==> config.mk <==
export PLATFORM = sky130hd
export DESIGN_NAME = game_view
export DESIGN_NICKNAME = d
export VERILOG_FILES = /design/src/hdl/view_pkg.sv /design/src/hdl/game_view.sv /design/src/hdl/pixel_merge.sv /design/src/hdl/frame_sequencer.sv /design/src/hdl/sprite_drawer.sv /design/src/hdl/object_table.sv
export SDC_FILE = /design/constraint.sdc
export NUM_CORES = 1
export LEC_CHECK = 0
export BUFFER_PORTS_ARGS = -buffer_cell sky130_fd_sc_hd__clkbuf_2
export CORE_MARGIN = 10
export CORE_UTILIZATION = 30
export CTS_BUF_LIST = sky130_fd_sc_hd__clkbuf_4 sky130_fd_sc_hd__clkbuf_8
export CTS_CLUSTER_DIAMETER = 50
export DETAILED_ROUTE_END_ITERATION = 10
export PLACE_DENSITY_LB_ADDON = 0.05
export REMOVE_ABC_BUFFERS = 1
export SETUP_SLACK_MARGIN = 0.05
export SLEW_MARGIN = 20
export SYNTH_ARGS = -nofsm -noshare
export SYNTH_HDL_FRONTEND = slang
export SYNTH_HIERARCHICAL = 1
export SYNTH_SLANG_ARGS = --single-unit
==> constraint.sdc <==
create_clock -name clk -period 2.7 [get_ports clk]
set_input_delay 0.135 -clock clk [delete_from_list [all_inputs] [get_ports clk]]
set_output_delay 0.135 -clock clk [all_outputs]
set_load 0.02 [all_outputs]
==> src/hdl/view_pkg.sv <==
// shared types and APB register map for the frame drawing view
// coordinates wrap modulo their width, colour zero is transparent
package view_pkg;

	// screen and data widths
	typedef logic [8:0]  coord_x_t;
	typedef logic [7:0]  coord_y_t;
	typedef logic [11:0] color_t;
	typedef logic [31:0] apb_word_t;
	typedef logic [7:0]  apb_addr_t;

	// one object slot as held by the table, 30 bits
	typedef struct packed {
		coord_x_t x;
		coord_y_t y;
		color_t   color;
		logic     visible;
	} object_t;

	// one pixel towards the frame buffer, 29 bits
	typedef struct packed {
		coord_x_t x;
		coord_y_t y;
		color_t   color;
	} pixel_t;

	typedef enum logic [1:0] {
		SEQ_IDLE,
		SEQ_START,
		SEQ_WAIT,
		SEQ_DONE
	} seq_state_t;

	// register map, each slot takes 8 bytes
	localparam apb_addr_t SLOT_STRIDE      = 8'd8;
	localparam apb_addr_t OBJ_POS_OFFSET   = 8'd0;
	localparam apb_addr_t OBJ_COLOR_OFFSET = 8'd4;
	localparam apb_addr_t CTRL_ADDR        = 8'h80;

	// field positions inside the data words
	localparam int POS_X_LSB      = 23;
	localparam int POS_Y_LSB      = 11;
	localparam int POS_VIS_BIT    = 1;
	localparam int COLOR_LSB      = 0;
	localparam int CTRL_START_BIT = 0;
	localparam int CTRL_BUSY_BIT  = 0;

endpackage
==> src/hdl/game_view.sv <==
// frame drawing view, APB object table in front of a row of square drawers
// the frame buffer is assumed always ready and cleared elsewhere
`timescale 1ns/100ps

module game_view
	import view_pkg::*;
#(
	parameter int NUM_OBJECTS = 4,
	parameter int SPRITE_SIZE = 4
) (
	input  logic      clk,
	input  logic      reset,
	input  logic      psel,
	input  logic      penable,
	input  logic      pwrite,
	input  apb_addr_t paddr,
	input  apb_word_t pwdata,
	output apb_word_t prdata,
	output logic      pready,
	output logic      pslverr,
	output pixel_t    pixel,
	output logic      write_en,
	output logic      frame_done
);

	localparam int SLOT_W = (NUM_OBJECTS > 1) ? $clog2(NUM_OBJECTS) : 1;

	object_t [NUM_OBJECTS-1:0] objects;
	pixel_t [NUM_OBJECTS-1:0]  pix;
	logic [NUM_OBJECTS-1:0]    pix_valid;
	logic [NUM_OBJECTS-1:0]    draw_start;
	logic [NUM_OBJECTS-1:0]    draw_done;
	logic [SLOT_W-1:0]         active_slot;
	logic                      frame_start;
	logic                      busy;

	object_table #(.NUM_OBJECTS(NUM_OBJECTS), .SLOT_W(SLOT_W)) i_object_table (
		.clk(clk),
		.reset(reset),
		.psel(psel),
		.penable(penable),
		.pwrite(pwrite),
		.paddr(paddr),
		.pwdata(pwdata),
		.busy(busy),
		.prdata(prdata),
		.pready(pready),
		.pslverr(pslverr),
		.objects(objects),
		.frame_start(frame_start)
	);

	frame_sequencer #(.NUM_OBJECTS(NUM_OBJECTS), .SLOT_W(SLOT_W)) i_frame_sequencer (
		.clk(clk),
		.reset(reset),
		.frame_start(frame_start),
		.draw_done(draw_done),
		.draw_start(draw_start),
		.active_slot(active_slot),
		.busy(busy),
		.frame_done(frame_done)
	);

	// one drawer per object slot
	for (genvar i = 0; i < NUM_OBJECTS; i++) begin : g_drawer
		sprite_drawer #(.SPRITE_SIZE(SPRITE_SIZE)) i_sprite_drawer (
			.clk(clk),
			.reset(reset),
			.draw_start(draw_start[i]),
			.obj(objects[i]),
			.pix(pix[i]),
			.pix_valid(pix_valid[i]),
			.draw_done(draw_done[i])
		);
	end

	pixel_merge #(.NUM_OBJECTS(NUM_OBJECTS), .SLOT_W(SLOT_W)) i_pixel_merge (
		.clk(clk),
		.reset(reset),
		.pix(pix),
		.pix_valid(pix_valid),
		.active_slot(active_slot),
		.pixel(pixel),
		.write_en(write_en)
	);

endmodule

==> src/hdl/pixel_merge.sv <==
// picks the active drawer's pixel and registers the write port
// one register stage, transparent pixels are not written
`timescale 1ns/100ps

module pixel_merge
	import view_pkg::*;
#(
	parameter int NUM_OBJECTS = 4,
	parameter int SLOT_W      = 2
) (
	input  logic                        clk,
	input  logic                        reset,
	input  pixel_t [NUM_OBJECTS-1:0]    pix,
	input  logic [NUM_OBJECTS-1:0]      pix_valid,
	input  logic [SLOT_W-1:0]           active_slot,
	output pixel_t                      pixel,
	output logic                        write_en
);

	pixel_t sel_pix;
	logic   sel_valid;

	// only the active drawer is ever running
	assign sel_pix   = pix[active_slot];
	assign sel_valid = pix_valid[active_slot];

	always_ff @(posedge clk) begin
		if (reset) begin
			write_en <= 1'b0;
		end else begin
			// colour zero is transparent
			write_en <= sel_valid && (sel_pix.color != '0);
		end
	end

	// payload follows without reset
	always_ff @(posedge clk) begin
		pixel <= sel_pix;
	end

endmodule

==> src/hdl/frame_sequencer.sv <==
// starts the drawers one at a time in slot order and marks the frame end
// frame_start is ignored while a frame is running
`timescale 1ns/100ps

module frame_sequencer
	import view_pkg::*;
#(
	parameter int NUM_OBJECTS = 4,
	parameter int SLOT_W      = 2
) (
	input  logic                   clk,
	input  logic                   reset,
	input  logic                   frame_start,
	input  logic [NUM_OBJECTS-1:0] draw_done,
	output logic [NUM_OBJECTS-1:0] draw_start,
	output logic [SLOT_W-1:0]      active_slot,
	output logic                   busy,
	output logic                   frame_done
);

	seq_state_t        state;
	logic [SLOT_W-1:0] slot;
	logic              last_slot;

	assign last_slot = (slot == SLOT_W'(NUM_OBJECTS - 1));

	always_ff @(posedge clk) begin
		if (reset) begin
			state <= SEQ_IDLE;
			slot  <= '0;
		end else begin
			case (state)
				SEQ_IDLE: begin
					if (frame_start) begin
						state <= SEQ_START;
						slot  <= '0;
					end
				end
				// draw_start is high for exactly this one cycle
				SEQ_START: begin
					state <= SEQ_WAIT;
				end
				SEQ_WAIT: begin
					// next slot starts the cycle after draw_done
					if (draw_done[slot]) begin
						if (last_slot) begin
							state <= SEQ_DONE;
						end else begin
							state <= SEQ_START;
							slot  <= slot + 1'b1;
						end
					end
				end
				SEQ_DONE: begin
					// frame end lasts one cycle, a new start is taken in idle
					state <= SEQ_IDLE;
				end
				default: begin
					state <= SEQ_IDLE;
				end
			endcase
		end
	end

	// one-hot start for the current slot
	assign draw_start = (state == SEQ_START) ? (NUM_OBJECTS'(1) << slot) : '0;

	assign active_slot = slot;
	// busy drops on the same edge that raises frame_done
	assign busy       = (state == SEQ_START) || (state == SEQ_WAIT);
	assign frame_done = (state == SEQ_DONE);

endmodule

==> src/hdl/sprite_drawer.sv <==
// draws one square object in row-major order, one pixel per cycle
// the object is captured at draw_start, coordinates wrap, no clipping
`timescale 1ns/100ps

module sprite_drawer
	import view_pkg::*;
#(
	parameter int SPRITE_SIZE = 4
) (
	input  logic    clk,
	input  logic    reset,
	input  logic    draw_start,
	input  object_t obj,
	output pixel_t  pix,
	output logic    pix_valid,
	output logic    draw_done
);

	localparam int CNT_W = (SPRITE_SIZE > 1) ? $clog2(SPRITE_SIZE) : 1;
	localparam logic [CNT_W-1:0] LAST = CNT_W'(SPRITE_SIZE - 1);

	pixel_t           base;
	logic [CNT_W-1:0] col;
	logic [CNT_W-1:0] row;
	logic             running;
	logic             skip_done;
	logic             at_end;

	// last pixel of the square
	assign at_end = (col == LAST) && (row == LAST);

	// corner and colour of the square being drawn
	always_ff @(posedge clk) begin
		if (draw_start) begin
			base <= '{x: obj.x, y: obj.y, color: obj.color};
		end
	end

	always_ff @(posedge clk) begin
		if (reset) begin
			running   <= 1'b0;
			skip_done <= 1'b0;
			col       <= '0;
			row       <= '0;
		end else if (draw_start) begin
			// an invisible object only signals done on the next cycle
			running   <= obj.visible;
			skip_done <= !obj.visible;
			col       <= '0;
			row       <= '0;
		end else begin
			skip_done <= 1'b0;
			if (running) begin
				// column is the inner count
				if (col == LAST) begin
					col <= '0;
					row <= row + 1'b1;
					if (row == LAST) begin
						running <= 1'b0;
					end
				end else begin
					col <= col + 1'b1;
				end
			end
		end
	end

	// offset from the corner, truncation does the wrap
	always_comb begin
		pix.x     = base.x + coord_x_t'(col);
		pix.y     = base.y + coord_y_t'(row);
		pix.color = base.color;
	end

	assign pix_valid = running;
	// done comes with the last pixel
	assign draw_done = (running && at_end) || skip_done;

endmodule

==> src/hdl/object_table.sv <==
// APB slave with the object slots and the control register, no wait states
// unmapped addresses raise pslverr and are not written
// a start write while busy is dropped
`timescale 1ns/100ps

module object_table
	import view_pkg::*;
#(
	parameter int NUM_OBJECTS = 4,
	parameter int SLOT_W      = 2
) (
	input  logic                        clk,
	input  logic                        reset,
	input  logic                        psel,
	input  logic                        penable,
	input  logic                        pwrite,
	input  apb_addr_t                   paddr,
	input  apb_word_t                   pwdata,
	input  logic                        busy,
	output apb_word_t                   prdata,
	output logic                        pready,
	output logic                        pslverr,
	output object_t [NUM_OBJECTS-1:0]   objects,
	output logic                        frame_start
);

	logic        access;
	logic        wr;
	apb_addr_t   slot_idx;
	apb_addr_t   slot_off;
	logic        slot_hit;
	logic        pos_hit;
	logic        color_hit;
	logic        ctrl_hit;
	logic [SLOT_W-1:0] sel;

	// access phase of an APB transfer
	assign access = psel && penable;
	assign wr     = access && pwrite;

	// split the byte address into slot number and offset in the slot
	assign slot_idx = paddr / SLOT_STRIDE;
	assign slot_off = paddr % SLOT_STRIDE;
	assign sel      = slot_idx[SLOT_W-1:0];

	assign slot_hit  = slot_idx < apb_addr_t'(NUM_OBJECTS);
	assign pos_hit   = slot_hit && (slot_off == OBJ_POS_OFFSET);
	assign color_hit = slot_hit && (slot_off == OBJ_COLOR_OFFSET);
	assign ctrl_hit  = (paddr == CTRL_ADDR);

	// zero wait states
	assign pready  = 1'b1;
	assign pslverr = access && !(pos_hit || color_hit || ctrl_hit);

	// read mux, unused bits read as zero
	always_comb begin
		prdata = '0;
		if (pos_hit) begin
			prdata[POS_X_LSB +: $bits(coord_x_t)] = objects[sel].x;
			prdata[POS_Y_LSB +: $bits(coord_y_t)] = objects[sel].y;
			prdata[POS_VIS_BIT]                   = objects[sel].visible;
		end else if (color_hit) begin
			prdata[COLOR_LSB +: $bits(color_t)] = objects[sel].color;
		end else if (ctrl_hit) begin
			prdata[CTRL_BUSY_BIT] = busy;
		end
	end

	always_ff @(posedge clk) begin
		if (reset) begin
			// every slot comes up invisible
			objects     <= '0;
			frame_start <= 1'b0;
		end else begin
			// frame_start is also checked so a pulse never repeats
			// before busy has risen
			frame_start <= wr && ctrl_hit && pwdata[CTRL_START_BIT] &&
				!busy && !frame_start;
			// slot writes go through while busy, the drawer already
			// holds its own copy
			if (wr && pos_hit) begin
				objects[sel].x       <= pwdata[POS_X_LSB +: $bits(coord_x_t)];
				objects[sel].y       <= pwdata[POS_Y_LSB +: $bits(coord_y_t)];
				objects[sel].visible <= pwdata[POS_VIS_BIT];
			end
			if (wr && color_hit) begin
				objects[sel].color <= pwdata[COLOR_LSB +: $bits(color_t)];
			end
		end
	end

endmodule

# Word level (Yosys, flattened, before mapping)
# Cells that the tools add are included.
# totals
register_bits,295
out_inout_bits,65
# op_classes
eq_ne,17
n_addsub,17
mux,61
bitwise_logic,4
order_cmp,4
shift,1
reduce_logical,53
# ops
op,n
$bwmux W120,4
$mux W120,3
$demux W30 S2,4
$bmux W30 S2,1
$mux W30,2
$bmux W29 S2,1
$add A9 B2 Y9,4
$add A8 B2 Y8,4
$mux W29,1
$mux W1,24
$eq A2 B2 Y1 const B,11
$logic_and A1 B1 Y1,21
$mux W21,1
$mux W2,10
$add A2 B1 Y2 const B,9
$mux W9,2
$reduce_or A2 Y1,8
$mux W13,1
$reduce_bool A12 Y1,1
$mux W11,1
$reduce_and A2 Y1,5
$eq A8 B8 Y1 const B,1
$logic_not A8 Y1,1
$pmux W2 S4,1
other kinds (18),36

# Depth between registers and ports, before layout
# Gate-level depths: netlist of the first run.
# logic_depth
word_depth,11
ltp_mapped,7
mapped_depth_nobuf,7

# Hierarchy
# The synthesis of the first run kept the hierarchy.
# by_module_without_submodules
mod,cells_each,n_inst,seq_area_each_um2,area_per_inst_um2
object_table,527,1,2422.3,5988.2
sprite_drawer at g_drawer[0].i_sprite_drawer ...,104,3,991.0,1522.7
sprite_drawer at g_drawer[3].i_sprite_drawer,104,1,991.0,1521.5
pixel_merge,71,1,600.6,1346.3
frame_sequencer,52,1,80.1,442.9

# Worst setup path before layout of the first run
# Ideal clock, no wire load.
# synth_timing
path_type,reg2reg
from,register g_drawer[3].i_sprite_drawer.col[0]
to,"register, netlist name i_pixel_merge/pixel[26]"
setup_slack_ns,0.656
setup_time_ns,0.134
stages_incl_launch_ff,8
required_time_ns,2.566
arrival_time_ns,1.909
path_buffers,0
path_cell_list,dfxtp_1 -> ha_1 -> inv_1 -> fa_1 -> and2b_1 -> nand4_1 -> xnor2_1 -> mux4_2
# synth_lines
item,line_no,text
start: declaration,sprite_drawer.sv:23,logic [CNT_W-1:0] col;
start signal: assignment,sprite_drawer.sv:62,col <= col + 1'b1;

==> results of run 1 <==
-- flip-flops by register name (all words and copies together), names as in the netlist --
name / count
g_drawer.i_sprite_drawer/pix: 48
i_pixel_merge/pixel: 29
g_drawer.i_sprite_drawer/skip_done: 4
i_object_table/frame_start: 1
g_drawer.i_sprite_drawer/pix_valid: 4
i_frame_sequencer/state: 2
g_drawer.i_sprite_drawer/row: 8
i_frame_sequencer/active_slot: 2
g_drawer.i_sprite_drawer/base: 68
i_pixel_merge/write_en: 1
g_drawer.i_sprite_drawer/col: 8
i_object_table/objects: 120
-- power by group through the flow --
stage / Combinational (mW) / Sequential, mW / Clock, mW
floorplan: 0.467 / 5.26 / 0
global route: 1.30 / 5.06 / 4.94
CTS: 1.24 / 5.04 / 4.75
finish: 1.20 / 5.03 / 4.57
global placement: 1.21 / 5.13 / 0
detailed placement: 1.21 / 5.12 / 0
-- per-stage QoR --
stage	area (um2)	hold WS [ns]
floorplan	13200	0.204
global placement	14800	0.445
detailed placement	14800	0.438
CTS	16200	0.00181
global route	16200	0.0472
finish	16200	0.0283
-- cell type report --
type	count	area, um2
fill	4485	29400
tap	600	751
multi-input combinational	647	6040
clock buffer	95	1140
timing repair buffer	159	1120
sequential	295	7070
clock inverter	5	30.0
inverter	21	78.8
-- cell usage in the layout (no fill, tap or decap), types with 5 or more instances in the layout --
master         synthesis  layout
buf_12                 0       8
dfxtp_1              179     177
nor3_1                17      17
clkbuf_4               0      27
clkbuf_8               0      68
xnor2_1               48      48
edfxtp_1             116     116
buf_4                 62      24
nand2b_1             154     154
ha_1                  33      33
mux2i_1              133     133
nor2_1                 7       7
and3_1                27      27
fa_1                   8       8
nand2_1               29      29
a21o_1                 8       8
a21oi_1                9       9
nand3_1               16      16
nand4_4                5       5
and4_1                10      10
nand4_1               14      14
clkbuf_2               0      99
inv_1                 21      21
dlygate4sd3_1          0      28
xor2_1                 8       8
conb_1                 2       5
mux4_2                60      60
and2b_1                5       5
-- per-layer routing --
| layer | vias to the layer above | wire, um |
|---|---|---|
| met1 | 4185 | 18500 |
| met5 | - | 0 |
| li1 | 4029 | - |
| met3 | 49 | 1330 |
| met4 | 0 | 724 |
| met2 | 144 | 18600 |
-- final timing paths --
path,from,to,slack [ns],cells past startpoint
max,i_frame_sequencer/active_slot[0]$_SDFFE_PP0P_,i_pixel_merge/write_en$_SDFF_PP0_,0.45,5
min,pwdata[11],i_object_table/objects[43]$_SDFFE_PP0P_,0.03,3
max reg2reg,i_frame_sequencer/active_slot[0]$_SDFFE_PP0P_,i_pixel_merge/write_en$_SDFF_PP0_,0.45,5
min reg2reg,i_object_table/objects[50]$_SDFFE_PP0P_,g_drawer[1].i_sprite_drawer/base[19]$_DFFE_PP_,0.43,0
-- cells by family after synthesis --
logic type,count (synthesis),share of synthesized area
and+or+nand+nor,316,0.145
AOI/OAI and AO/OA,34,0.0175
DFF,295,0.510
xor gates and xnor gates,56,0.0354
adders and majority gates,41,0.0413
muxes,195,0.195
other,2,0.000542
buffers and inverters,127,0.0559
-- tightest hold or removal path: stages --
cell and delay [ns]:
clkbuf_2 0.09, nand2b_1 0.27, mux2i_1 0.12
==> metrics, run 1 <==
status finished, final reports clean; number of global-route vias before repair 9233; post-CTS setup buffers 0; Post-Syn Area between 0.01 and 0.015 mm2; clk_lat worst skew ~0.65 ns; DP Worst Slack about 0.39 ns; HP Class in2reg; met1 Track Usage GR 0.186; die width ~230 um; Post-synth EDFFs between 100 and 150; share of cells above drive strength 1 0.259; fin nets roughly 1300; minimum clock period after layout 2.25 ns; CTS Hold Bufs 28; Post-Route WL ~39000 um; # port buffers 100; Static Leak between 6 and 7 nW; leading area contributor after synthesis dfxtp_1; Tot Pwr about 11 mW; aggregate global routing overflow 0; CTS tree built; synth top area cells dfxtp_1 (26%), edfxtp_1 (25%), mux4_2 (9.7%); met2 usage 0.233; Worst Tran Pin Value roughly 0.87 ns; endpoints failing setup 0; Reg power frac 0.466; Synth cell types 50; H-Tree Depth 2; IO Count 110; CTS clock-pin slew for the worst setup and hold paths 0.06 ns; antenna fix cells 0; clock sink count roughly 300; Seq/Total Area, Yosys 0.510; Final Core Density 0.356; post-synth top area share 0.258; initial antenna violation count 0; WL per Instance roughly 21 um; Starting Density 0.304; CP delay by family, top multiplexers; DIE HEIGHT 235 um; Num CTS Buffers 55; sw power around 2.8 mW; CP Capture Type flip-flop; CP arrival around 2.7 ns; top post-synthesis cells by count dfxtp_1 (179), nand2b_1 (154), mux2i_1 (133); Initial DRT Pass Iterations 5; full die area 0.0552 mm2; clock share of power 0.423; Synth async-reset ratio 0; critical path peak fanout 10; antenna viol nets, final 0; Int Power about 8.0 mW; worst rel slew slack 0.420; max-slew violations 0; Synth Register Bits just under 300; clk_skew roughly 0.037 ns; Logic pwr share 0.111; RSZ-0062 raised after global routing no; met3 usage 0.0252; first-pass GRT wire length roughly 60000 um; # rows just under 80; Mapped Cells 1066; max cap viols 0; DP Wirelength between 20000 and 30000 um; CP cell instances buf_4, mux4_2, nor4_1, buf_4, a31oi_1; grt peak-use layer met2; Post-Route Setup TNS 0 ns; Cell Count, Final, Fillers Out approximately 1800; ratio of final minimum period to clock period 0.834; Area Overhead vs Synth 17.0%; largest net degree at the start of global routing 90; First DRT Iteration DRCs roughly 510; CP max-delay cell mux4_2; top-count cell post-synth dfxtp_1; startpoint types flip-flop; Hold Fails Final Rpt 0; CP required between 3 and 4 ns; CP max stage delay 0.57 ns; Vias/cell 4.61; Root Buffer clkbuf_8; Buf/Inv on CP 2; peak supply drop about 0.00030 V; GRT Util Overall 0.142; most frequent CP cell buf_4; sw frac 0.260; DR vias approximately 8400; Longest Clk Path Bufs 3; crit path kind reg2reg; pwr dens ~670 mW/mm2; RePlAce Congestion approximately 0.73; Core Box Area between 0.04 and 0.05 mm2; Main synth FF type dfxtp_1; post-CTS sizing 0; Ys Warns 6; fmax 0.444 GHz; worst setup margin roughly 0.45 ns; dpl cells about 1700; DRC viols 0; Syn Area/Cell 13.0 um2
(Power assumes the default switching activity.)
==> inputs of run 2 (changes only) <==
Clock period 2.7 ns to 2.1 ns, I/O delays scaled along.
==> run 2 against run 1 <==
Compared with the run above: sequential cell count unchanged; sequential power increased by 28%; sequential share of layout area decreased by 1.3 points; via count increased by 2.0%; die area unchanged.
==> metrics, run 2 (synthesis gave the netlist of run 1 again) <==
status finished, final reports clean; critical path peak fanout 4 (-6); Core Box Area 0.0456 mm2 (unchanged); Root Buffer clkbuf_8; die width 235 um (unchanged); Post-Route WL 39900 um (+1.9%); sw power 3.70 mW (+32%); H-Tree Depth 2 (unchanged); crit path launch i_object_table/objects[90]$_SDFFE_PP0P_; reg2reg start g_drawer[0].i_sprite_drawer/base[20]$_DFFE_PP_; CTS tree built; full die area 0.0552 mm2 (unchanged); # rows 78 (unchanged); clock sink count 295 (unchanged); Area Overhead vs Synth 20.9%; Logic pwr share 0.118 (+0.007); crit path kind reg2out; RePlAce Congestion 0.738 (+0.48%); commonest non-fill, non-tap cell in the layout dfxtp_1; DIE HEIGHT 235 um (unchanged); First DRT Iteration DRCs 378 (-26%); largest net degree at the start of global routing 53 (-41%); Reg power frac 0.455 (-0.011); number of global-route vias before repair 9375 (+1.5%); Vias/cell 4.61 (about the same); ratio of final minimum period to clock period 0.973; startpoint types flip-flop; sw frac 0.261 (+0.000933); capture point of the worst path prdata[1]; minimum clock period after layout roughly 2.0 ns; clk_skew 0.0345 ns (-0.00213 ns); CP cell instances mux4_2, a22o_1, clkbuf_8; Final Core Density 0.368 (+0.0118); Hold Fails Final Rpt 0 (unchanged); fmax approximately 0.49 GHz; aggregate global routing overflow 0 (unchanged); Num CTS Buffers 57 (+3.6%); CP arrival 1.94 ns (-0.80 ns); IO Count 110 (unchanged); antenna viol nets, final 0 (unchanged); final instance area 0.0168 mm2 (+3.3%); first-pass GRT wire length 60700 um (+1.5%); initial antenna violation count 0 (unchanged); worst rel slew slack 0.594 (+0.174); CP required 2.00 ns (-1.19 ns); GRT Util Overall 0.143 (+0.00133); share of cells above drive strength 1 0.305 (+0.0451); Initial DRT Pass Iterations 6 (+1); Top reg by flops i_object_table/objects; Tot Pwr 14.2 mW (+31%); WL per Instance 21.5 um (-0.20%); Static Leak 7.07 nW (+3.6%); DRC viols 0 (unchanged); FF-to-FF End i_pixel_merge/pixel[26]$_DFF_P_; max reg flops 120 (unchanged); max cap viols 0 (unchanged); R2R Setup Slk 0.07 ns (-0.38 ns); peak supply drop 0.000370 V (+22%); CP max stage delay 0.51 ns (-0.06 ns); CTS clock-pin slew for the worst setup and hold paths 0.06 ns (about the same); antenna fix cells 0 (unchanged); clk_lat worst skew 0.65 ns (about the same); Longest Clk Path Bufs 3 (unchanged); dpl cells 1714 (+1.2%); endpoints failing setup 0 (unchanged); CP Capture Type output pin; RSZ-0062 raised after global routing yes; most frequent cells in the layout dfxtp_1 (163), nand2b_1 (154), mux2i_1 (133), edfxtp_1 (116), clkbuf_2 (95); Int Power 10.5 mW (+31%); max-slew violations 0 (unchanged); pwr dens 847 mW/mm2 (+27%); # port buffers 100 (unchanged); HP Class in2reg; fill cell count 4421 (-1.4%); Cell Count, Final, Fillers Out 1861 (+2.1%); clock share of power 0.427 (+0.004); fin nets 1298 (+2.6%); Worst Tran Pin Value 0.609 ns (-0.261 ns); CP max-delay cell mux4_2; DP Wirelength 26600 um (+2.7%); DR vias 8579 (+2.0%); placed instance area 0.0151 mm2 (+1.9%); Reg2Reg Depth 7 (+2); Starting Density 0.304 (unchanged)
-- run 2: cell types whose count changed in the layout (fill, tap and decap cells not counted), moves of 5 or more --
cell	previous run	this run
buf_12	8	19
buf_4	24	40
dfxtp_2	2	13
ha_1	33	28
dfxtp_1	177	163
-- run 2: worst min-delay path by stage --
stage,start,slack [ns],cells after the start,end
after floorplan,reset,0.17,1,g_drawer[0].i_sprite_drawer/pix_valid$_SDFF_PP0_
after global placement,i_object_table/objects[59]$_SDFFE_PP0P_,0.44,0,g_drawer[1].i_sprite_drawer/base[28]$_DFFE_PP_
after detailed placement,i_object_table/objects[63]$_SDFFE_PP0P_,0.44,0,g_drawer[2].i_sprite_drawer/pix[2]$_DFFE_PP_
after CTS,paddr[0],0.01,4,i_object_table/frame_start$_SDFF_PP0_
after global routing,paddr[0],0.06,4,i_object_table/frame_start$_SDFF_PP0_
final,paddr[0],0.08,4,i_object_table/frame_start$_SDFF_PP0_
-- run 2: power groups by stage --
stage               Combinational, mW  Sequential (mW)  Clock [mW]
floorplan                       0.601             6.76           0
global route                     1.81             6.49        6.56
CTS                              1.70             6.46        6.31
detailed placement               1.65             6.57           0
finish                           1.68             6.46        6.06
global placement                 1.66             6.58           0
-- run 2: stage by stage --
stage               setup TNS (ns)  hold slack [ns]  setup WS (ns)
finish                           0           0.0818         0.0567
global route               -0.0497           0.0616        -0.0387
CTS                       -0.00856           0.0108       -0.00856
detailed placement         -0.0266            0.445        -0.0266
global placement           -0.0157            0.441        -0.0157
floorplan                  -150.52            0.174         -0.999
-- run 2: what timing repair did --
action / 4_1_cts / 5_1_grt
endpoints found under the setup margin: 6 / 8
setup buffers: 4 / 4
hold buffers: 31 / 0
gates cloned: 0 / 0
hold endpoints to repair: 122 / 0
pin swaps: 5 / 7
resized for setup: 26 / 19
-- run 2: cell type report --
class | count | area [um2] | area share
Clock inverter | 12 | 87.6 | 0.00522
Inverter | 21 | 78.8 | 0.00470
Clock buffer | 96 | 1130 | 0.0672
Tap cell | 600 | 751 | 0.0448
Multi-Input combinational cell | 647 | 6110 | 0.364
Sequential cell | 295 | 7090 | 0.423
Timing Repair Buffer | 190 | 1520 | 0.0905
-- run 2: layer usage --
layer / vias up / wire, um / GRT usage
met5: - / 0 / 0
met4: 0 / 704 / 0.0439
met3: 50 / 1630 / 0.0282
met2: 158 / 18900 / 0.233
met1: 4261 / 18700 / 0.188
li1: 4110 / - / -
-- run 2: critical path: cells and delay by family, from the launching register on --
kind	cells	cell delay, ns
flops	1	0.34
buf+inv	1	0.17
mux	1	0.51
compound gates	1	0.28
